--- src/logic/hal_pkg.sv ---
package hal_pkg;

	// ======================================================================
	// Widths with a meaning
	// ======================================================================

	// Host port data word
	typedef logic [15:0] host_word_t;
	typedef logic [7:0]  host_cmd_t;

	// Main board LED mask
	typedef logic [7:0] led_byte_t;

	// Audio sample from the core
	typedef logic signed [15:0] sample_t;

	// Cross-mix amount
	// 0 none, 1 one eighth, 2 one quarter, 3 half
	typedef logic [1:0] mix_mode_t;

	// Pixel with red in the top byte
	typedef logic [23:0] rgb_t;
	typedef logic [5:0]  vga_chan_t;

	// Host reset request code
	typedef logic [1:0] rst_code_t;

	// Command decoder states
	typedef enum logic [0:0] {
		ST_WAIT_CMD,
		ST_ARGS
	} cmd_state_t;

	// ======================================================================
	// Host commands and fields
	// ======================================================================

	localparam host_cmd_t CMD_CONFIG    = 8'h01;
	localparam host_cmd_t CMD_LED       = 8'h25;
	localparam int        CFG_CSYNC_BIT = 3;

	// Samples needed for a stable button
	localparam int DEBOUNCE_DEPTH = 8;

endpackage

--- src/logic/audio_mixer.sv ---
`timescale 1ns/1ps

module audio_mixer import hal_pkg::*; (
	input  logic      FPGA_CLK2_50,
	input  logic      resetd,
	input  sample_t   audio_ls,
	input  sample_t   audio_rs,
	input  logic      audio_s,
	input  mix_mode_t audio_mix,
	output sample_t   audio_l,
	output sample_t   audio_r
);

	// Logical or arithmetic right shift
	function automatic sample_t shr(sample_t v, int unsigned n, logic arith);
		if (arith) begin
			return v >>> n;
		end
		return v >> n;
	endfunction

	// One output channel from its own and the opposite input
	function automatic sample_t mix_chan(sample_t own, sample_t other,
		mix_mode_t mode, logic arith);
		case (mode)
			2'd1:    return own - shr(own, 3, arith) + shr(other, 3, arith);
			2'd2:    return own - shr(own, 2, arith) + shr(other, 2, arith);
			2'd3:    return shr(own, 1, arith) + shr(other, 1, arith);
			default: return own;
		endcase
	endfunction

	always_ff @(posedge FPGA_CLK2_50) begin
		if (resetd) begin
			audio_l <= '0;
			audio_r <= '0;
		end else begin
			audio_l <= mix_chan(audio_ls, audio_rs, audio_mix, audio_s);
			audio_r <= mix_chan(audio_rs, audio_ls, audio_mix, audio_s);
		end
	end

endmodule

--- config.mk ---
export PLATFORM = sky130hd
export DESIGN_NAME = audio_mixer
export DESIGN_NICKNAME = d
export VERILOG_FILES = /design/src/logic/hal_pkg.sv /design/src/logic/audio_mixer.sv
export SDC_FILE = /design/constraint.sdc
export NUM_CORES = 1
export LEC_CHECK = 0
export BUFFER_PORTS_ARGS = -buffer_cell sky130_fd_sc_hd__buf_2
export CAP_MARGIN = 15
export CORE_MARGIN = 4
export CORE_UTILIZATION = 60
export CTS_CLUSTER_SIZE = 8
export DETAILED_ROUTE_END_ITERATION = 10
export PLACE_DENSITY = 0.89
export SLEW_MARGIN = 20
export SYNTH_ARGS = -nofsm -noshare
export SYNTH_HDL_FRONTEND = slang
export SYNTH_SLANG_ARGS = --single-unit
--- constraint.sdc ---
create_clock -name FPGA_CLK2_50 -period 7.7 [get_ports FPGA_CLK2_50]
set_input_delay 0 -clock FPGA_CLK2_50 [delete_from_list [all_inputs] [get_ports FPGA_CLK2_50]]
set_output_delay 0 -clock FPGA_CLK2_50 [all_outputs]
set_load 0.03 [all_outputs]
# After elaboration in Yosys (flattened, before gate mapping)
# Index checks and enable logic that the tools add are counted.
# W data, S select, Z words.
[word_totals]
ff_bits = 32
out_inout_bits = 32
elab_cells = 47
[op_classes]
addsub = 9
eq_ne = 3
n_mux = 33
[op_table]
columns = ["cell", "count"]
rows = [
  ["$mux W16", 24],
  ["$pmux W16 S3", 2],
  ["$add A16 B16 Y16", 5],
  ["$sub A16 B16 Y16", 4],
  ["$mux W1", 7],
  ["$eq A2 B2 Y1 const B", 2],
  ["$eq A2 B1 Y1 const B", 1],
]

# Logic depth before layout (Yosys ltp)
[depth]
depth_word = 9
depth_mapped = 14

# Worst setup path after synthesis
# OpenSTA, ideal clock, no wires.
[synth_timing]
kind = "input to register"
start = "input audio_ls[4]"
end = "register audio_r[12]"
t_arrival_ns = 2.472
t_required_ns = 7.609
path_slack_ns = 5.137
cell_stages = 10
n_path_buf = 0
cell_sequence = "inv_1 > fa_1 > inv_1 > ha_1 > nor2b_1 > o31ai_1 > o2bb2ai_1 > o221ai_1 > or4_1 > a311oi_1"
[synth_between]
elab_chain_cells = 6
word_cells_on_any_way = 16
[synth_lines]
columns = ["element", "line_no", "rtl"]
rows = [
  ["from (decl)", "audio_mixer.sv:6", "input sample_t audio_ls,"],
  ["$mux W16", "audio_mixer.sv:16", "if (arith) begin"],
  ["$mux W16", "audio_mixer.sv:19", "return v >> n;"],
  ["$mux W16", "audio_mixer.sv:25", "case (mode)"],
  ["$mux W16", "audio_mixer.sv:34", "if (resetd) begin"],
  ["$add A16 B16 Y16 (on tied branches)", "audio_mixer.sv:28, audio_mixer.sv:26, audio_mixer.sv:27", ""],
  ["$pmux W16 S3 *", "audio_mixer.sv:25", ""],
  ["to (signal assigned)", "audio_mixer.sv:39", "audio_r <= mix_chan(audio_rs, audio_ls, audio_mix, audio_s);"],
  ["to (decl)", "audio_mixer.sv:11", "output sample_t audio_r"],
]
# Mark *: on every way between the ends. The rest lies on a longest branch, timed or not. The select of a mux whose other input is x is not followed.
# A chain may end at the register's enable or synchronous reset.

# Final worst setup path
# Same ends and word-level chain as after synthesis.

==> impl_metrics.tcl <==
set metrics [dict create \
    cts.repair.resized 0 \
    synth_top_cell_area_share 0.177 \
    gp_congestion 0.988 \
    die_area_um2 12900 \
    synth_compound_area_frac 0.241 \
    drive_gt1_frac 0.112 \
    nNetsFinal 1079 \
    async_flop_share 0 \
    synth_mux_area_frac 0.0167 \
    syn_nets 1018 \
    met1_length_um 7930 \
    routed_wl_um 19500 \
    crit_slowest_cell "fa_1" \
    cts_tree "done" \
    antenna_found_initial 0 \
    top_layer_used "met4" \
    yosys_register_bits 32 \
    ir_drop_uv 94.3 \
    tns_ps 0 \
    drt-initial-drc-count 692 \
    firstDrtPassIters 6 \
    cts_buffers 5 \
    die_h_um 113 \
    synthTopCellsByCount "162 x inv_1, 92 x ha_1, 59 x fa_1" \
    netlist_area_um2 6680 \
    yosys.area_share.simple 0.126 \
    finalPower_mw 1.26 \
    outcome "completed" \
    fin_crit_ps 2990 \
    fillCellCount 845 \
    num_vias 6454 \
    grt_start_max_net_pins 33 \
    power.density_nw_per_um2 173 \
    synth_area_leaders "fa_1 18%, ha_1 17%, dfxtp_1 9.6%, inv_1 9.1%, xnor2_1 4.1%" \
    place_hpwl_um 15400 \
    max-cap-violations 0 \
    crit_family "compound AO/OA/AOI/OAI gates" \
    clk_pin_slew_ps 80 \
    fin_cells 1032 \
    synth-adder-area-share 0.349 \
    synth_top_area_cell "fa_1" \
    post-place-cells 1024 \
    finalCritPeriodShare 0.388 \
    post-cts-setup-buffers 0 \
    final_hold_viol_count 0 \
    rsz0062_at_grt "false" \
    io_buffer_count 68 \
    cp.required_ps 7910 \
    end_kind "register" \
    initial_core_util 0.616 \
    crit_arrival_ps 3200 \
    cp_max_fo 5 \
    cts.sinks 32 \
    cp-endpoint "audio_r[12]$_SDFF_PP0_" \
    path_cells "buf_2 > inv_1 > fa_1 > inv_1 > ha_1 > nor2b_1 > o31ai_1 > o2bb2ai_1 > o221ai_1 > or4_1 > a311oi_1" \
    root_buffer "clkbuf_8" \
    cts_max_level 2 \
    fin_util 0.671 \
    hp-class "in2reg" \
    synth_xor_area_frac 0.0695 \
    max_freq_ghz 0.334 \
    route.detailed.drc 0 \
    netlist_instances 830 \
    ys_seq_area_frac 0.0960 \
    synth_edf_count 0 \
    insertedDiodeCount 0 \
    path_buf_inv 3 \
    ys_types 70 \
    ant_nets 0 \
    grt_overflow 0 \
    dr_wl_met3_um 2160 \
    relSlewSlack 0.324 \
    dr_wl_met2_um 8670 \
    final-seq-area_um2 641 \
    grt_pass1_wl_um 31500 \
    startpoint "audio_ls[4]" \
    die_w_um 113 \
    crit_top_cell "inv_1" \
    synth_most_common_cell "inv_1" \
    synth_flop_cell "dfxtp_1" \
    p_leak_nw 3.66 \
    wl_per_cell_um 18.9 \
    startpoint_type "input port" \
    slew_viol_final 0 \
    num_rows 38 \
    critPathMaxStageDelay_ps 580 \
    syn_to_final_growth_pct 8.98 \
    worst-setup-path-type "in2reg" \
    synth_top_family_by_area "adder cells" \
    coreArea_um2 10800 \
    multi_input_area_um2 5360 \
    track_usage 0.305 \
    cts_hold_buf 0 \
    grt_pass1_vias 6406 \
    syn_avg_cell_area_um2 8.04 \
    cp_num_cells 11 \
    viasPerCell 6.25 \
    yosysWarnings 0 \
    ctsLongestPathBuffers 2 \
    tightest_slew_ps 1010 \
    io_pins 69 \
    setup_viol 0 \
]
worst min-delay path: cells and delay by family:
family,cells,cell delay [ps]
AND/OR/NAND/NOR,1,110
buffers and inverters,1,150
AO/OA/AOI/OAI,1,60
area by class of cell:
cell class	count	share of cell area
timing repair buffer	70	0.0488
tap	140	0.0241
clock inverter	1	0.00413
sequential	32	0.0881
inverter	164	0.0846
multi-input combinational	618	0.737
clock buffer	7	0.0132
worst min-delay path by stage:
stage	startpoint	endpoint	slack, ps	depth (start not counted)
after floorplan	resetd	audio_r[7]$_SDFF_PP0_	160	2
final	audio_ls[14]	audio_l[14]$_SDFF_PP0_	60	3
after detailed placement	audio_ls[14]	audio_l[14]$_SDFF_PP0_	380	3
after global routing	audio_ls[14]	audio_l[14]$_SDFF_PP0_	80	3
after global placement	audio_rs[12]	audio_r[12]$_SDFF_PP0_	370	3
after CTS	audio_ls[14]	audio_l[14]$_SDFF_PP0_	50	3
metrics by stage:
| step | cell area [um^2] | setup WS, ps | hold WS, ps |
|---|---|---|---|
| global route | 7270 | 4570 | 79.6 |
| detailed placement | 7150 | 4460 | 378 |
| finish | 7270 | 4710 | 56.3 |
| CTS | 7270 | 4780 | 48.0 |
| global placement | 7150 | 4610 | 368 |
| floorplan | 6680 | 5140 | 161 |
power by group:
group / internal (mW) / switching (mW)
logic: 0.343 / 0.527
registers: 0.190 / 0.00603
clock network: 0.114 / 0.0786
placed cells by master (no fill, tap or decap), types with 3 or more instances in the layout:
cell type  count
nor2_1        56
nor2b_1        8
fa_1          59
xor2_1        22
or4_1          3
a22oi_1        7
nand3_1        6
o211ai_1       4
o21a_1        12
nand2b_1       6
nand2_1       44
a221o_1        3
ha_1          92
mux2i_1        4
nor3_1        20
a221oi_1      21
and3_1         6
o31ai_1        7
nor2_2         3
or3_1          7
a21oi_1       53
buf_2         68
o21ai_0       35
dfxtp_1       32
a21o_1        17
a211oi_1      22
xnor2_1       31
a31oi_1       13
inv_1        162
clkbuf_8       7
o21bai_1       5
a311oi_1       4
state kept, by name (all words and copies together), names as in the netlist:
signal   count
audio_l     16
audio_r     16
logic make-up after synthesis:
family | count (synthesis)
and+or+nand+nor | 175
buffers and inverters | 180
muxes | 8
DFF | 32
AOI/OAI and AO/OA | 231
adders and majority gates | 151
xor gates and xnor gates | 53
metal layers:
layer  vias to the layer above  GRT usage
met1                      3011      0.411
met2                       392      0.483
li1                       2982          -
met3                        69     0.0653
met5                         -          0
met4                         0      0.110
Power figures use the tool's default switching activity.
