==> src/logic/hal_pkg.sv <==
package hal_pkg;

	// ======================================================================
	// Widths with a meaning
	// ======================================================================

	// Host port data word
	typedef logic [15:0] host_word_t;
	typedef logic [7:0]  host_cmd_t;

	// Main board LED mask
	typedef logic [7:0] led_byte_t;

	// Audio sample from the core
	typedef logic signed [15:0] sample_t;

	// Cross-mix amount
	// 0 none, 1 one eighth, 2 one quarter, 3 half
	typedef logic [1:0] mix_mode_t;

	// Pixel with red in the top byte
	typedef logic [23:0] rgb_t;
	typedef logic [5:0]  vga_chan_t;

	// Host reset request code
	typedef logic [1:0] rst_code_t;

	// Command decoder states
	typedef enum logic [0:0] {
		ST_WAIT_CMD,
		ST_ARGS
	} cmd_state_t;

	// ======================================================================
	// Host commands and fields
	// ======================================================================

	localparam host_cmd_t CMD_CONFIG    = 8'h01;
	localparam host_cmd_t CMD_LED       = 8'h25;
	localparam int        CFG_CSYNC_BIT = 3;

	// Samples needed for a stable button
	localparam int DEBOUNCE_DEPTH = 8;

endpackage

==> src/logic/host_cmd_decoder.sv <==
`timescale 1ns/1ps

module host_cmd_decoder import hal_pkg::*; (
	input  logic       FPGA_CLK2_50,
	input  logic       resetd,
	input  host_word_t io_din,
	input  logic       io_clk,
	input  logic       io_uio,
	output logic       io_ack,
	output logic       cfg_got,
	output logic       csync,
	output led_byte_t  led_overtake,
	output led_byte_t  led_state
);

	// ======================================================================
	// Input synchronisers
	// ======================================================================

	// Transfer clock chain
	// stages 0 and 1 synchronise, stage 2 finds the edge, stage 3 is the ack
	logic [3:0] clk_pipe;
	logic [1:0] uio_sync;
	host_word_t din_s1;
	host_word_t din_s2;

	always_ff @(posedge FPGA_CLK2_50) begin
		if (resetd) begin
			clk_pipe <= '0;
			uio_sync <= '0;
		end else begin
			clk_pipe <= {clk_pipe[2:0], io_clk};
			uio_sync <= {uio_sync[0], io_uio};
		end
	end

	// Data has no reset
	always_ff @(posedge FPGA_CLK2_50) begin
		din_s1 <= io_din;
		din_s2 <= din_s1;
	end

	assign io_ack = clk_pipe[3];

	// Registered transfer strobe
	logic xfer_stb;

	always_ff @(posedge FPGA_CLK2_50) begin
		if (resetd) begin
			xfer_stb <= 1'b0;
		end else begin
			xfer_stb <= clk_pipe[2] & ~clk_pipe[3];
		end
	end

	// ======================================================================
	// Command FSM
	// ======================================================================

	cmd_state_t state;
	host_cmd_t  cmd;

	always_ff @(posedge FPGA_CLK2_50) begin
		if (resetd) begin
			state        <= ST_WAIT_CMD;
			cfg_got      <= 1'b0;
			csync        <= 1'b0;
			led_overtake <= '0;
			led_state    <= '0;
		end else if (!uio_sync[1]) begin
			// Frame closed by the host
			state <= ST_WAIT_CMD;
		end else if (xfer_stb) begin
			case (state)
				ST_WAIT_CMD: begin
					state <= ST_ARGS;
				end
				ST_ARGS: begin
					case (cmd)
						CMD_CONFIG: begin
							csync   <= din_s2[CFG_CSYNC_BIT];
							cfg_got <= 1'b1;
						end
						CMD_LED: begin
							led_overtake <= din_s2[15:8];
							led_state    <= din_s2[7:0];
						end
						default: begin
							// Unknown command, argument dropped
						end
					endcase
				end
				default: begin
					state <= ST_WAIT_CMD;
				end
			endcase
		end
	end

	// Command byte from the first word of a frame
	always_ff @(posedge FPGA_CLK2_50) begin
		if (uio_sync[1] && xfer_stb && state == ST_WAIT_CMD) begin
			cmd <= din_s2[7:0];
		end
	end

endmodule

==> config.mk <==
export PLATFORM = sky130hd
export DESIGN_NAME = host_cmd_decoder
export DESIGN_NICKNAME = d
export VERILOG_FILES = /design/src/logic/hal_pkg.sv /design/src/logic/host_cmd_decoder.sv
export SDC_FILE = /design/constraint.sdc
export NUM_CORES = 1
export LEC_CHECK = 0
export BUFFER_PORTS_ARGS = -buffer_cell sky130_fd_sc_hd__clkbuf_2
export CORE_ASPECT_RATIO = 0.7
export CORE_MARGIN = 5
export CORE_UTILIZATION = 52
export DETAILED_ROUTE_END_ITERATION = 7
export GPL_ROUTABILITY_DRIVEN = 0
export PLACE_DENSITY_LB_ADDON = 0.12
export SYNTH_ARGS = -nofsm -noshare
export SYNTH_HDL_FRONTEND = slang
export SYNTH_SLANG_ARGS = --single-unit
==> constraint.sdc <==
create_clock -name FPGA_CLK2_50 -period 1.55 [get_ports FPGA_CLK2_50]
set_input_delay 0.31 -clock FPGA_CLK2_50 [delete_from_list [all_inputs] [get_ports FPGA_CLK2_50]]
set_output_delay 0.31 -clock FPGA_CLK2_50 [all_outputs]
set_load 0.02 [all_outputs]
### Yosys cells after proc, flatten, opt, wreduce, memory -nomap -nowiden

Index checks and enable logic that the tools add are counted.

* bitwise operators: 4
* $add $sub $neg: 0
* eq/ne operators: 2
* multiply operators: 0
* reductions and logical operators: 5
* muxes and demuxes: 0
* div/mod/pow operators: 0
* $lt $le $gt $ge: 0
* shift operators: 0

Operator list (number)
* equality test 8 x 1 -> 1 bit (second input constant): 1
* equality test 8 x 6 -> 1 bit (second input constant): 1
* AND reduction 4 bit: 2
* NOT 1 bit: 3
* logical AND 1 bit: 2
* OR reduction 2 bit: 1
* AND 1 bit: 1

* bits of input ports: 20
* memory bits (writable): 0
* bits in latches: 0
* output and inout port bits: 19
* logic and storage cells: 22
* bits in read-only memories: 0
* register bits after elaboration: 66
* memories: 0

### Depth between registers and ports, before layout

* depth in word-level cells: 2
* mapped depth: 4
* depth with buffers taken out: 3

### Worst setup path before layout

No wires, ideal clock.

* path kind: reg-to-reg
* from: register cmd[3]
* to: register led_overtake[0]
* stages on the path, launching flop included: 5
* setup time: 120 ps
* path buffers: 1
* period minus slack after synthesis: 1324 ps
* data arrival time: 1204 ps
* path slack: 226 ps
* required time: 1430 ps
* cell sequence: edfxtp_1 > nor4b_4 > nand3_4 > buf_6 > mux2i_1

* cells in the longest elaborated chain, start to end: 2

Ends and longest elaborated chain
* from (decl): RTL line host_cmd_decoder.sv:61 `host_cmd_t cmd;`
* from (signal assigned): RTL line host_cmd_decoder.sv:103 `cmd <= din_s2[7:0];`
* equality test 8 x 6 -> 1 bit: RTL line host_cmd_decoder.sv:79 `case (cmd)`
* AND reduction 4 bit (no source line)
* to (signal assigned): RTL line host_cmd_decoder.sv:85 `led_overtake <= din_s2[15:8];`
* to (decl): RTL line host_cmd_decoder.sv:12 `output led_byte_t led_overtake,`

No other way between the ends.
A chain may end at the register's enable or synchronous reset.

### Worst setup path after layout

Same ends and word-level chain as after synthesis.

==> results_dict.tcl <==
set metrics [dict create \
    run_status "complete, no violations" \
    finish.cell_count_without_fillers 240 \
    timing.critical_path.required_ps 1750 \
    total_wirelength_of_the_detailed_routed_design_um 2860 \
    synth-edff-count 8 \
    timing_hold_violations_final 0 \
    period_needed_ps 1450 \
    clock_path_buffers 2 \
    initialDrtViolationCount 17 \
    floorplan.die.width_um 83.1 \
    synth_flop_cell "sky130_fd_sc_hd__dfxtp_1" \
    post-cts-setup-buffers 0 \
    synthDistinctLibCells 17 \
    cp-end-kind "flop" \
    dieHeight_um 61.2 \
    synthesis.area_sq_um 1950 \
    timing.setup.critical_path_class "reg2reg" \
    yosysMostFrequentCell "sky130_fd_sc_hd__dfxtp_1" \
    core_sq_um 3560 \
    cts.clk_slew.worst_paths_ps 60 \
    cts_root_buffer "sky130_fd_sc_hd__clkbuf_8" \
    synth_area_leader_cell "sky130_fd_sc_hd__dfxtp_1" \
    detail_route.first_pass.iterations 4 \
    critPathSlowestCell "sky130_fd_sc_hd__edfxtp_1" \
    post_syn_nets 160 \
    htree_levels 3 \
    yosys_warnings 0 \
    final.period_utilization_pct 93.4 \
    clock_sinks 66 \
    path_cells "nor4b_4, nand3_4, mux2i_1" \
    placedCellCount 224 \
    synth.ff_latch_count 66 \
    floorplan.initialDensity_pct 54.7 \
    crit_arrival_ps 1650 \
    timing_worst_slew_pin_value_ps 594 \
    row_count 18 \
    worstHoldPathType "in2reg" \
    critical_path_startpoint_category "flop" \
    relSlewSlack_pct 60.4 \
    grt_antenna_before_repair 0 \
    finalSetupTns_ps 0 \
    proportion_of_layout_cells_with_a_drive_suffix_above_1_pct 30.0 \
    grt_pass1_wl_um 4970 \
    postSynthAreaPerCell_sq_um 13.9 \
    dp_hpwl_um 1940 \
    antenna_cells 0 \
    first_global_vias 1140 \
    cellPowerDensity_nw_per_um2 1390 \
    cts_inserted_buffers 9 \
    routed_via_density 4.46 \
    num_io_pins 39 \
    report.power.total_mw 3.31 \
    insertion_delay_ps 320 \
    final_nets 205 \
    report.final.slew_viol_count 0 \
    leakage_nw 1.11 \
    synth-seq-area-share_pct 72.0 \
    area.growth.synth_to_final_pct 23.0 \
    final_antenna_net_count 0 \
    pin_count_of_the_biggest_net_entering_global_routing 42 \
    netlist.area_leader.share_pct 59.7 \
    detail_routed_net_length_per_standard_cell_um 11.9 \
    cts_hold_buf 0 \
    most_frequent_cells_after_synthesis "sky130_fd_sc_hd__dfxtp_1 (58), sky130_fd_sc_hd__nand2b_1 (33), sky130_fd_sc_hd__mux2i_1 (17), sky130_fd_sc_hd__edfxtp_1 (8), sky130_fd_sc_hd__nor2b_1 (7)" \
    proportion_of_synthesized_flip_flops_having_asynchronous_set_or_reset_pct 0 \
    final_count_of_negative_setup_slack_endpoints 0 \
    post-route-drc-count 0 \
    ys_top_cells_by_area "sky130_fd_sc_hd__dfxtp_1 (60%), sky130_fd_sc_hd__edfxtp_1 (12%), sky130_fd_sc_hd__nand2b_1 (11%), sky130_fd_sc_hd__mux2i_1 (8.7%), sky130_fd_sc_hd__nor2b_1 (2.3%)" \
    max-vdd-ir-drop_mv 1.05 \
    critical_path.max_fanout 16 \
    overflow 0 \
    cts.repair.resized 0 \
    final.setup_skew_ps 3.54 \
    fmax_mhz 691 \
    vias 1071 \
    instance_count_of_the_mapped_netlist 140 \
    maxCapViolCount 0 \
    cts_tree "built" \
    rsz0062_at_grt "false" \
    floorplan_die_area_sq_um 5080 \
    port_buffers 38 \
    max_stage_delay_ps 420 \
    grt.total_usage_pct 13.4 \
]
==> worst max-delay path, delay by kind of cell, from the launching register on <==
family	cells	cell delay, ps
muxes	1	200
DFF	1	420
and+or+nand+nor	2	700
==> flip-flops by register name, indices dropped and copies added, names as in the netlist <==
register and cells:
clk_pipe 4, cmd 8, din_s1 16, csync 1, cfg_got 1, din_s2 16
led_overtake 8, xfer_stb 1, uio_sync 2, state 1, led_state 8
==> cell families (layout without fill, tap and decap cells) <==
logic type             after synthesis  in the layout  synth area share [%]
AOI/OAI and AO/OA                    1              1                 0.257
and+or+nand+nor                     50             50                  17.4
muxes                               17             17                  8.75
buffers and inverters                6             56                  1.54
DFF                                 66             66                  72.0
==> metrics by stage <==
| stage | area (sq um) | utilization, % | setup slack, ps | hold slack [ps] |
|---|---|---|---|---|
| global placement | 2180 | 61.3 | 169 | 310 |
| CTS | 2390 | 67.2 | 76.6 | 63.0 |
| floorplan | 1950 | - | 226 | 310 |
| detailed placement | 2180 | 61.3 | 84.7 | 314 |
| finish | 2390 | 67.2 | 102 | 81.7 |
| global route | 2390 | 67.2 | 9.53 | 50.3 |
==> cell type report <==
class	count	area (sq um)
fill	292	1170
timing repair buffer	39	198
multi-input combinational	68	514
clock buffer	12	166
sequential	66	1400
tap	50	62.6
inverter	1	3.75
clock inverter	4	46.3
==> power by group <==
group | leakage, nW | internal [mW] | switching [mW]
Sequential | 0.552 | 1.78 | 0.0159
Combinational | 0.444 | 0.0384 | 0.0242
Clock | 0.112 | 0.880 | 0.576
Total | 1.11 | 2.70 | 0.616
==> path summary, 6_finish.rpt <==
check,from,end,slack (ps),cells after the start
setup / recovery,cmd[3]$_DFFE_PP_,led_overtake[0]$_SDFFE_PP0P_,100,3
hold / removal,io_din[1],din_s1[1]$_DFF_P_,80,1
setup reg to reg,cmd[3]$_DFFE_PP_,led_overtake[0]$_SDFFE_PP0P_,100,3
hold reg to reg,din_s1[4]$_DFF_P_,din_s2[4]$_DFF_P_,330,0
==> cell usage in the layout (no fill, tap or decap), drive strengths merged <==
cell     n
inv      2
nand3    1
edfxtp   8
and3     1
a21oi    1
nor4b    1
bufinv   1
dfxtp   58
clkinv   2
mux2i   17
buf      1
nand2    1
and4bb   1
nor2b    7
nand4    1
clkbuf  50
nor2     3
nor3b    1
nand2b  33
==> per-layer routing <==
layer | share of wire [%] | wire length, um | vias up | global-route usage, %
li1 | - | - | 551 | -
met1 | 43 | 1240 | 486 | 13.9
met2 | 49 | 1390 | 30 | 22.4
met3 | 6.9 | 197 | 4 | 7.49
met4 | 0.91 | 26 | 0 | 7.69
met5 | 0 | 0 | - | 0
Note: power is estimated with default switching activity, not from simulation.
