## config.mk

```make
export PLATFORM = sky130hd
export DESIGN_NAME = reset_control
export DESIGN_NICKNAME = d
export VERILOG_FILES = /design/src/logic/hal_pkg.sv /design/src/logic/reset_control.sv
export SDC_FILE = /design/constraint.sdc
export NUM_CORES = 1
export LEC_CHECK = 0
export BUFFER_PORTS_ARGS = -buffer_cell sky130_fd_sc_hd__buf_2
export CORE_AREA = 2 2 39 41
export DETAILED_ROUTE_END_ITERATION = 8
export DIE_AREA = 0 0 41 43
export GPL_ROUTABILITY_DRIVEN = 0
export PLACE_DENSITY = 0.33
export SLEW_MARGIN = 25
export SYNTH_ARGS = -nofsm -noshare
export SYNTH_HDL_FRONTEND = slang
export SYNTH_SLANG_ARGS = --single-unit
```

## constraint.sdc

```tcl
create_clock -name FPGA_CLK2_50 -period 1 [get_ports FPGA_CLK2_50]
set_input_delay 0.05 -clock FPGA_CLK2_50 [delete_from_list [all_inputs] [get_ports FPGA_CLK2_50]]
set_output_delay 0.05 -clock FPGA_CLK2_50 [all_outputs]
set_load 0.01 [all_outputs]
```

## src/logic/hal_pkg.sv

```systemverilog
package hal_pkg;

	// ======================================================================
	// Widths with a meaning
	// ======================================================================

	// Host port data word
	typedef logic [15:0] host_word_t;
	typedef logic [7:0]  host_cmd_t;

	// Main board LED mask
	typedef logic [7:0] led_byte_t;

	// Audio sample from the core
	typedef logic signed [15:0] sample_t;

	// Cross-mix amount
	// 0 none, 1 one eighth, 2 one quarter, 3 half
	typedef logic [1:0] mix_mode_t;

	// Pixel with red in the top byte
	typedef logic [23:0] rgb_t;
	typedef logic [5:0]  vga_chan_t;

	// Host reset request code
	typedef logic [1:0] rst_code_t;

	// Command decoder states
	typedef enum logic [0:0] {
		ST_WAIT_CMD,
		ST_ARGS
	} cmd_state_t;

	// ======================================================================
	// Host commands and fields
	// ======================================================================

	localparam host_cmd_t CMD_CONFIG    = 8'h01;
	localparam host_cmd_t CMD_LED       = 8'h25;
	localparam int        CFG_CSYNC_BIT = 3;

	// Samples needed for a stable button
	localparam int DEBOUNCE_DEPTH = 8;

endpackage

```

## src/logic/reset_control.sv

```systemverilog
`timescale 1ns/1ps

module reset_control import hal_pkg::*; (
	input  logic      FPGA_CLK2_50,
	input  logic      resetd,
	input  rst_code_t rst_code,
	input  logic      cfg_got,
	output logic      core_reset
);

	rst_code_t code_s1;
	rst_code_t code_s2;
	rst_code_t code_prev;
	logic      reset_req;

	always_ff @(posedge FPGA_CLK2_50) begin
		if (resetd) begin
			code_s1    <= '0;
			code_s2    <= '0;
			code_prev  <= '0;
			reset_req  <= 1'b1;
			core_reset <= 1'b1;
		end else begin
			code_s1   <= rst_code;
			code_s2   <= code_s1;
			code_prev <= code_s2;

			// Release only on the sequence 0 then 2
			if (code_s2 == 2'd1) begin
				reset_req <= 1'b1;
			end else if (code_s2 == 2'd2 && code_prev == 2'd0) begin
				reset_req <= 1'b0;
			end

			// Core stays in reset until configured
			core_reset <= reset_req | ~cfg_got;
		end
	end

endmodule

```

# [Yosys cells after proc, flatten, opt, wreduce, memory -nomap -nowiden]
# Cells that the tools add are included.
[classes] n_eq_ne=2 n_bitwise=2 reduce_logical=3
[op_table] op="equality test 2 x 1 -> 1 bit (second input constant)" count=1
[op_table] op="equality test 2 bit (second input constant)" count=1
[op_table] op="logical NOT 2 bit" count=1
[op_table] op="OR reduction 2 bit" count=1
[op_table] op="logical AND 1 bit" count=1
[op_table] op="inverter 1 bit" count=1
[op_table] op="bitwise OR 1 bit" count=1
[word_totals] reg_bits=8

# [Logic depth before layout (Yosys ltp)]
# Gate-level depths: netlist of run 1.
[logic_depth] word_depth=2 depth_mapped=3

# [Least setup slack after synthesis of run 1]
# No wires, ideal clock.
[synth_timing] path_type="register -> register" startpoint="register code_s2[1]" endpoint="register reset_req" t_arrival_ps=664 slack_ps=214 path_stages_with_launch=4 path_buffers=0 synth_period_minus_slack_ps=786 cell_sequence="dfxtp_1 inv_2 nor4_2 o21bai_1"
[synth_via] elab_chain_cells=2 word_cells_on_any_way=4 classes_between="eq/ne: 2; reduce/logical: 2"
[synth_lines] element="start: declaration" line_no="reset_control.sv:12" rtl="rst_code_t code_s2;"
[synth_lines] element="start signal: assignment" line_no="reset_control.sv:25" rtl="code_s2 <= code_s1;"
[synth_lines] element="equality test 2 x 1 -> 1 bit / equality test 2 bit (equally long branches)" line_no="reset_control.sv:29, reset_control.sv:31"
[synth_lines] element="OR reduction 2 bit (no line) / logical AND 1 bit (equally long branches)"
[synth_lines] element="end signal: assignment" line_no="reset_control.sv:21" rtl="reset_req <= 1'b1;"
[synth_lines] element="end signal: assignment" line_no="reset_control.sv:30" rtl="reset_req <= 1'b1;"
[synth_lines] element="end signal: assignment" line_no="reset_control.sv:32" rtl="reset_req <= 1'b0;"
[synth_lines] element="end: declaration" line_no="reset_control.sv:14" rtl="logic reset_req;"
# Several ways; a longest one is shown, not always the timed one.
# A chain may end at the register's enable or synchronous reset.

# [Final worst setup path of run 1]
# Same ends and word-level chain as after synthesis.

==> impl_results.md, run 1 <==
- Setup bufs post-CTS: 0
- Power Density: slightly below 2000 nW/um^2
- Fin util: 0.2224
- Clock transition at the registers of the reported paths: 0.05 ns
- Synthesized Nets: 24
- Vias in the first global route: roughly 170
- Crit path cell chain: inv_2, nor4_2, o21bai_1
- Post-CTS resize count: 0
- CP peak stage delay: 0.32 ns
- CTS tree: done
- WS Path Type: reg -> reg
- Hold buffers post-CTS: 0
- Final #Nets: 34
- Area growth syn-to-layout: 28.13%
- I/O pin count: 6
- Die ar.: 1763 sq um
- Initial antenna violation count: 0
- Crit path required time: between 1 and 1.5 ns
- CTS root buffer: clkbuf_4
- Routed Antenna Nets: 0
- Starting DRC count in detailed routing: 0
- H-tree depth: 1
- Worst r2r src: code_s2[1]
- Drt wl/cell: slightly below 7 um
- Die width: ~41 um
- Max-cap violations: 0
- Status: completed
- Startpoint types: flop
- I/O Buffers: 5
- Most area-consuming cells after synthesis: dfxtp_1 (67%), and2b_2 (11%), nor2b_1 (5.2%), nor4_2 (5.2%), or3b_1 (3.6%)
- Cells after Synth: 19
- Synth unique cells: 9
- Clk_skew: between 0.0004 and 0.0005 ns
- Register area share after synthesis: 0.6667
- Longest Clk Path Bufs: 2
- Minimum clock period: 0.8224 ns
- Cell Area, Synth: around 240 sq um
- N_diodes: 0
- RSZ-0062 raised after global routing: no
- Total power: 601.6 uW
- Yosys Warn Count: 0
- Tot GR Track Use: 0.05734
- Critical Path AT: 0.96 ns
- Fill cells: 156
- Starting Density: 0.1736
- Cts bufs inserted: 3
- Routed Wire Length: 296 um
- Via count: 162
- Die Height: 43 um
- Remaining global-route overflow: 0
- DRT Pass-1 Iters: 1
- Largest net degree at the start of global routing: 9
- #FFs+latches synth: 8
- Core area: about 1400 sq um
- Crit. End Element: flop
- Worst R2R Path Depth: 3
- Worst setup startpoint: code_s2[1]
- Cell area after layout: 307.8 sq um
- Worst-Skew Late Latency: 0.25 ns
- Relative slew slack: 0.8694
- Pins over their slew limit: 0
- Remaining DRCs: 0
- CP max-delay cell: dfxtp_1
- Avg Synthesized Cell Area: between 10 and 15 sq um
- Avg Vias per Cell: 3.767
- Final hold viol count: 0
- Hold Crit Class: in -> reg
- Clock sinks: 8
- Pleak: 0.0001326 uW
- Max Fclk: 1.216 GHz
- FP Rows: 14
- Worst-margin pin slew: 0.1942 ns
- Share of the synthesized area in the top cell type: 0.6667
- # setup viols final: 0
- Placed Instance Area: 285.3 sq um
- Hold_sp: rst_code[1]
- Global-route wire length before repair: around 600 um
- Dominant cell type by area after synthesis: dfxtp_1
- Setup TNS: 0 ns
- Layout cell share with drive strength beyond 1: 0.4815
- VDD IR max: between 0.8 and 0.9 mV
- Period utilization: 0.8224
- Hold Crit Depth: 2
- Maximum fanout along the worst path: 3
[cell families after synthesis]
kind of cell,count (synthesis),synth area share
simple gates,8,0.2656
flops,8,0.6667
buf+inv,1,0.01561
compound gates,2,0.05208
[cells in the mapped netlist]
cell type and number:
o21bai_1 1, and2b_2 3, nor2_1 1, inv_2 1, a21oi_1 1, dfxtp_1 8, nor4_2 1, nor2b_1 2
or3b_1 1
[metrics by stage]
step | setup WS, ns | cells | hold slack (ns)
2_1_floorplan | 0.2138 | 19 | 0.1167
3_3_place_gp | 0.1833 | 40 | 0.2647
3_5_place_dp | 0.1722 | 40 | 0.2667
4_1_cts | 0.1645 | 43 | 0.0004532
5_1_grt | 0.1010 | 43 | 0.01551
6_report | 0.1776 | 43 | 0.01237
[registers in the layout, summed over array words and instances (netlist names)]
register / count
code_s1: 2
code_prev: 2
reset_req: 1
code_s2: 2
core_reset: 1
[final timing paths]
kind | endpoint | slack (ns)
worst min-delay path | code_s1[1] | 0.01
worst min register to register | code_s2[0] | 0.43
worst max register to register | reset_req | 0.18
worst max-delay path | reset_req | 0.18
[report_power, final]
part	total (uW)	internal (uW)	switching, uW
Clock	240	137	103
Sequential	336	331	4.55
Combinational	26.1	16.4	9.62
[placed cells by master (no fill, tap or decap)]
cell type | synthesis | routed
o21bai_1 | 1 | 1
clkbuf_4 | 0 | 3
or3b_1 | 1 | 1
buf_2 | 0 | 5
nor2_1 | 1 | 1
dfxtp_1 | 8 | 8
inv_2 | 1 | 1
a21oi_1 | 1 | 1
nor2b_1 | 2 | 2
and2b_2 | 3 | 3
nor4_2 | 1 | 1
[worst max-delay path: cells and delay by family (launching register included)]
kind	cells	cell delay, ns
AO/OA/AOI/OAI	1	0.09
flip-flops	1	0.32
buffers and inverters	1	0.05
AND/OR/NAND/NOR	1	0.25
[layer usage]
| metal | global-route usage | wire length [um] | vias up |
|---|---|---|---|
| li1 | - | - | 79 |
| met1 | 0.04207 | 112 | 76 |
| met2 | 0.08125 | 139 | 7 |
| met3 | 0.07853 | 43 | 0 |
| met4 | 0.02000 | 0 | 0 |
| met5 | 0 | 0 | - |
[final cells by class]
cell class | count | area (sq um) | share of cell area
sequential | 8 | 160.2 | 0.5203
multi-input combinational | 10 | 76.32 | 0.2480
timing repair buffer | 5 | 25.02 | 0.08130
clock buffer | 3 | 22.52 | 0.07317
tap | 16 | 20.02 | 0.06504
inverter | 1 | 3.754 | 0.01220
(Power assumes the default switching activity.)
==> inputs of run 2 (changes only) <==
ABC_AREA = 1   (was not set)
PLACE_DENSITY = 0.34   (was 0.33)
clock period = 0.8 ns   (was 1 ns; I/O delays follow)
==> impl_results.md, run 2 <==
- Startpoint types: flop (unchanged)
- Crit. End Element: output port (was flop)
- Total power: 763.0 uW (was 601.6 uW)
- Global-route wire length before repair: 676 um (was 593 um)
- Avg Synthesized Cell Area: 8.802 sq um (was 12.64 sq um)
- Hold Crit Class: in -> reg (unchanged)
- Cell area after layout: 341.6 sq um (was 307.8 sq um)
- Routed Wire Length: 342 um (was 296 um)
- WS Path Type: reg -> out (was reg -> reg)
- Starting DRC count in detailed routing: 1 (was 0)
- Sw Share: 0.1984 (was 0.1944)
- Commonest non-fill, non-tap cells in the layout: nor2_1 (8), dfxtp_1 (8), inv_1 (7) (was dfxtp_1 (8), buf_2 (5), and2b_2 (3), clkbuf_4 (3), nor2b_1 (2))
- Main flop type after synthesis: dfxtp_1 (unchanged)
- Clock transition at the registers of the reported paths: 0.05 ns (about the same)
- CTS root buffer: clkbuf_4 (unchanged)
- Minimum clock period: 0.7049 ns
- Max-cap violations: 0 (unchanged)
- N_diodes: 0 (unchanged)
- Die ar.: 1763 sq um (unchanged)
- Clk_skew: 0.003521 ns (was 0.0004747 ns)
- Post-CTS resize count: 0 (unchanged)
- Synthesized Nets: 34 (was 24)
- Largest net degree at the start of global routing: 9 (unchanged)
- Layout cell share with drive strength beyond 1: 0.2308 (was 0.4815)
- Remaining DRCs: 0 (unchanged)
- Core area: 1384 sq um (unchanged)
- Die width: 41 um (unchanged)
- Vias in the first global route: 186 (was 171)
- Placed Instance Area: 289.0 sq um (was 285.3 sq um)
- Starting Density: 0.1844 (was 0.1736)
- CP peak stage delay: 0.29 ns (was 0.32 ns)
- Synth unique cells: 7 (was 9)
- Most area-consuming cells after synthesis: dfxtp_1 (63%), nor2_1 (12%), inv_1 (10%), buf_6 (4.4%), nand2_1 (4.4%) (was dfxtp_1 (67%), and2b_2 (11%), nor2b_1 (5.2%), nor4_2 (5.2%), or3b_1 (3.6%))
- Avg Vias per Cell: 3.436 (was 3.767)
- Critical Path AT: 0.66 ns (was 0.96 ns)
- Final #Nets: 46 (was 34)
- Setup bufs post-CTS: 0 (unchanged)
- Clock power share: 0.389 (was 0.398)
- #FFs+latches synth: 8 (unchanged)
- Crit path required time: 0.76 ns (was 1.13 ns)
- Max Fclk: 1.419 GHz
- Longest Clk Path Bufs: 2 (unchanged)
- Worst-margin pin slew: 0.1559 ns (was 0.1942 ns)
- RSZ-0062 raised after global routing: no (unchanged)
- # setup viols final: 0 (unchanged)
- Share of the synthesized area in the top cell type: 0.6275 (was 0.6667)
- Post-synth EDFFs: 0 (unchanged)
- CP max-delay cell: dfxtp_1 (unchanged)
- Power Density: 2234 nW/um^2 (was 1955 nW/um^2)
- Pleak: 0.0001627 uW (was 0.0001326 uW)
- Routed Antenna Nets: 0 (unchanged)
- Via count: 189 (was 162)
- Largest regs: code_prev x2, code_s1 x2, code_s2 x2 (unchanged)
- Clock sinks: 8 (unchanged)
- Yosys Warn Count: 0 (unchanged)
- I/O Buffers: 5 (unchanged)
- I/O pin count: 6 (unchanged)
- Cts bufs inserted: 3 (unchanged)
- Share of power burned in registers: 0.550 (was 0.558)
- Final hold viol count: 0 (unchanged)
- Worst-Skew Late Latency: 0.25 ns (about the same)
- DPL Wire Length: 226.4 um
- H-tree depth: 1 (unchanged)
- DRT Pass-1 Iters: 2 (was 1)
- Period utilization: 0.8811
- Cells after Synth: 29 (was 19)
- Setup TNS: 0 ns (unchanged)
- Drt wl/cell: 6.218 um (was 6.884 um)
- FP Rows: 14 (unchanged)
- Cell Int Power: 611.6 uW (was 484.7 uW)
- VDD IR max: 1.028 mV (was 0.8159 mV)
- Register area share after synthesis: 0.6275 (was 0.6667)
- Switching component of the power: 151.4 uW (was 116.9 uW)
- Cell Area, Synth: 255.2 sq um (was 240.2 sq um)
- Initial antenna violation count: 0 (unchanged)
- Maximum fanout along the worst path: 1 (was 3)
- Dominant cell type by area after synthesis: dfxtp_1 (unchanged)
- Status: completed (unchanged)
- FFs w/ async S/R, synth: 0 (unchanged)
- Die Height: 43 um (unchanged)
- Hold buffers post-CTS: 3 (was 0)
- Area growth syn-to-layout: 33.82% (was 28.13%)
- Relative slew slack: 0.8961 (was 0.8694)
- Buffer and inverter count on the worst path: 1 (unchanged)
- CTS tree: done (unchanged)
- Crit path cell chain: buf_2 (was inv_2, nor4_2, o21bai_1)
- Combinational Power Share: 0.062 (was 0.043)
- Top delay family on crit path: flip-flops (unchanged)
- Pins over their slew limit: 0 (unchanged)
- Remaining global-route overflow: 0 (unchanged)
- Fin util: 0.2468 (was 0.2224)
- Hold slack: 0.06466 ns (was 0.01237 ns)
- Synth cell count leaders: dfxtp_1 (8), nor2_1 (8), inv_1 (7) (was dfxtp_1 (8), and2b_2 (3), nor2b_1 (2))
- Tot GR Track Use: 0.06660 (was 0.05734)
## run 2: cell count changes in the layout (fill, tap and decap cells not counted), moves of 2 or more
cell | previous run | this run
nand2_1 | 0 | 3
inv_1 | 0 | 7
and2b_2 | 3 | 0
nor2_1 | 1 | 8
nor2b_1 | 2 | 0
dlygate4sd3_1 | 0 | 3
## run 2: stage by stage
stage,std cells,setup WS (ns)
6_report,55,0.09509
4_1_cts,55,0.08007
5_1_grt,55,0.01723
3_5_place_dp,49,0.1015
2_1_floorplan,29,0.1472
3_3_place_gp,49,0.1220
## run 2: cell type report
cell class	count	area (sq um)
Clock buffer	3	22.52
Fill cell	153	1042
Inverter	7	26.28
Multi-Input combinational cell	13	57.56
Sequential cell	8	160.2
Tap cell	16	20.02
Timing Repair Buffer	8	55.05
## run 2: power groups by stage
stage / clock network (uW) / logic [uW] / registers (uW)
3_3_place_gp: 0 / 35.8 / 427
3_5_place_dp: 0 / 36.6 / 428
6_report: 296 / 47.2 / 419
5_1_grt: 352 / 55.5 / 420
4_1_cts: 320 / 48.1 / 419
2_1_floorplan: 0 / 27.9 / 427
## run 2: worst paths after layout
check        slack (ns)  cells after the start           end  startpoint
max reg2reg        0.11                      5     reset_req  code_s2[1]
min                0.06                      2  code_prev[0]      resetd
min reg2reg        0.40                      2    code_s2[1]  code_s1[1]
max                 0.1                      1    core_reset  core_reset
## run 2: logic make-up after synthesis
kind of cell,Yosys count,share of synthesized area
AO/OA/AOI/OAI,1,0.03432
buffers and inverters,8,0.1471
AND/OR/NAND/NOR,12,0.1912
flip-flops,8,0.6274
## run 2: routing by layer
metal,vias up,track usage,share of wire
li1,102,-,-
met1,78,0.05882,0.38
met2,9,0.08438,0.47
met3,0,0.09424,0.14
met4,0,0.02000,0
met5,-,0,0
==> inputs of run 3 (changes only) <==
PLACE_DENSITY = 0.43   (was 0.34)
SETUP_SLACK_MARGIN = 0.1   (was not set)
SKIP_CTS_REPAIR_TIMING = 1   (was not set)
==> impl_results.md, run 3 (synthesis results as in run 2) <==
- Status: completed (unchanged)
- Top delay family on crit path: flip-flops (unchanged)
- Remaining global-route overflow: 0 (unchanged)
- Final #Nets: 46 (unchanged)
- Reg2Reg Setup Slack: 0.11 ns (about the same)
- Drt wl/cell: 6.600 um (was 6.218 um)
- Starting DRC count in detailed routing: 1 (unchanged)
- Routed Antenna Nets: 0 (unchanged)
- Max Fclk: 1.409 GHz (was 1.419 GHz)
- WS Path Type: reg -> out (unchanged)
- Final hold viol count: 0 (unchanged)
- Largest regs: code_prev x2, code_s1 x2, code_s2 x2 (unchanged)
- Core area: 1384 sq um (unchanged)
- CP peak stage delay: 0.31 ns (was 0.29 ns)
- Layout cell share with drive strength beyond 1: 0.3333 (was 0.2308)
- Relative slew slack: 0.9024 (was 0.8961)
- Setup TNS: 0 ns (unchanged)
- Crit path cell chain: buf_6 (was buf_2)
- Fin util: 0.2550 (was 0.2468)
- Pins over their slew limit: 0 (unchanged)
- Worst Setup EP: core_reset (unchanged)
- Pleak: 0.0001647 uW (was 0.0001627 uW)
- VDD IR max: 0.7364 mV (was 1.028 mV)
- Die ar.: 1763 sq um (unchanged)
- Max-cap violations: 0 (unchanged)
- Period utilization: 0.8873 (was 0.8811)
- DPL Wire Length: 232.1 um (was 226.4 um)
- DRT Pass-1 Iters: 3 (was 2)
- Worst R2R Path Depth: 5 (unchanged)
- Critical Path AT: 0.67 ns (was 0.66 ns)
- Crit. End Element: output port (unchanged)
- Die width: 41 um (unchanged)
- Remaining DRCs: 0 (unchanged)
- FP Rows: 14 (unchanged)
- I/O Buffers: 5 (unchanged)
- Area growth syn-to-layout: 38.24% (was 33.82%)
- Die Height: 43 um (unchanged)
- CP Depth: 1 (unchanged)
- H-tree depth: 1 (unchanged)
- Minimum clock period: 0.7098 ns (was 0.7049 ns)
- Initial antenna violation count: 0 (unchanged)
- Via count: 186 (was 189)
- Crit path required time: 0.76 ns (about the same)
- N_diodes: 0 (unchanged)
- Buffer and inverter count on the worst path: 1 (unchanged)
- Longest Clk Path Bufs: 2 (unchanged)
- CP max-delay cell: dfxtp_2 (was dfxtp_1)
- I/O pin count: 6 (unchanged)
- Most common cell after layout, fill and taps aside: nor2_1
- Worst-margin pin slew: 0.1463 ns (was 0.1559 ns)
- Global-route wire length before repair: 690 um (was 676 um)
- RSZ-0062 raised after global routing: yes (was no)
- Starting Density: 0.1844 (unchanged)
- Cts bufs inserted: 3 (unchanged)
- Worst r2r src: code_s2[1] (unchanged)
- R2R Path End: reset_req (unchanged)
- CTS tree: done (unchanged)
- Clock transition at the registers of the reported paths: 0.05 ns (about the same)
- Tot GR Track Use: 0.06841 (was 0.06660)
- Commonest non-fill, non-tap cells in the layout: nor2_1 (7), inv_1 (6), dfxtp_1 (6) (was nor2_1 (8), dfxtp_1 (8), inv_1 (7))
- Avg Vias per Cell: 3.382 (was 3.436)
- Worst setup startpoint: core_reset (unchanged)
- Startpoint types: flop (unchanged)
- Worst-Skew Late Latency: 0.25 ns (about the same)
- # setup viols final: 0 (unchanged)
- Vias in the first global route: 185 (was 186)
- Routed Wire Length: 363 um (was 342 um)
- Maximum fanout along the worst path: 1 (unchanged)
- CTS root buffer: clkbuf_4 (unchanged)
- Hold Crit Class: in -> reg (unchanged)
- Largest net degree at the start of global routing: 9 (unchanged)
- Power Density: 2189 nW/um^2 (was 2234 nW/um^2)
- Clock sinks: 8 (unchanged)
- Fill cells: 149 (was 153)
- Clk_skew: 0.002278 ns (was 0.003521 ns)
[run 3: cell counts in the layout (fill, tap and decap cells not counted)]
Identical to the previous run, type by type.
[run 3: final cells by class]
class / instances / area [sq um] / share of cell area
Multi-Input combinational cell: 13 / 60.06 / 0.1702
Inverter: 7 / 26.28 / 0.07447
Timing Repair Buffer: 8 / 61.31 / 0.1738
Tap cell: 16 / 20.02 / 0.05674
Sequential cell: 8 / 162.7 / 0.4610
Clock buffer: 3 / 22.52 / 0.06383
[run 3: worst min-delay path by stage]
stage | endpoint | slack, ns | from | depth (start not counted)
2_1_floorplan | core_reset | 0.12 | cfg_got | 1
3_3_place_gp | core_reset | 0.23 | cfg_got | 2
3_5_place_dp | core_reset | 0.23 | cfg_got | 2
5_1_grt | code_s2[1] | 0.06 | resetd | 2
6_report | code_s2[1] | 0.05 | resetd | 2
4_1_cts | core_reset | -0.04 | cfg_got | 2
[run 3: metal layers]
metal  share of wire  vias to the layer above  global-route usage
met5               0                        -                   0
met4           0.022                        0             0.04000
met3            0.16                        2             0.09424
met2            0.39                        9             0.08125
met1            0.43                       74             0.05825
li1                -                      101                   -
[run 3: report_power, final]
group	total [uW]	internal, uW	switching [uW]
combinational	49.0	28.0	21.0
sequential	420	415	5.82
clock	303	171	132
[run 3: through the flow]
step | cell area [sq um] | power [uW] | std cells | hold WS, ns | setup slack (ns)
4_1_cts | 311.5 | 780.6 | 52 | -0.03717 | 0.07923
2_1_floorplan | 255.2 | 454.9 | 29 | 0.1231 | 0.1472
6_report | 352.8 | 772.3 | 55 | 0.05201 | 0.09017
3_3_place_gp | 289.0 | 463.4 | 49 | 0.2299 | 0.1023
5_1_grt | 352.8 | 839.7 | 55 | 0.06053 | 0.03602
3_5_place_dp | 289.0 | 464.1 | 49 | 0.2316 | 0.1005
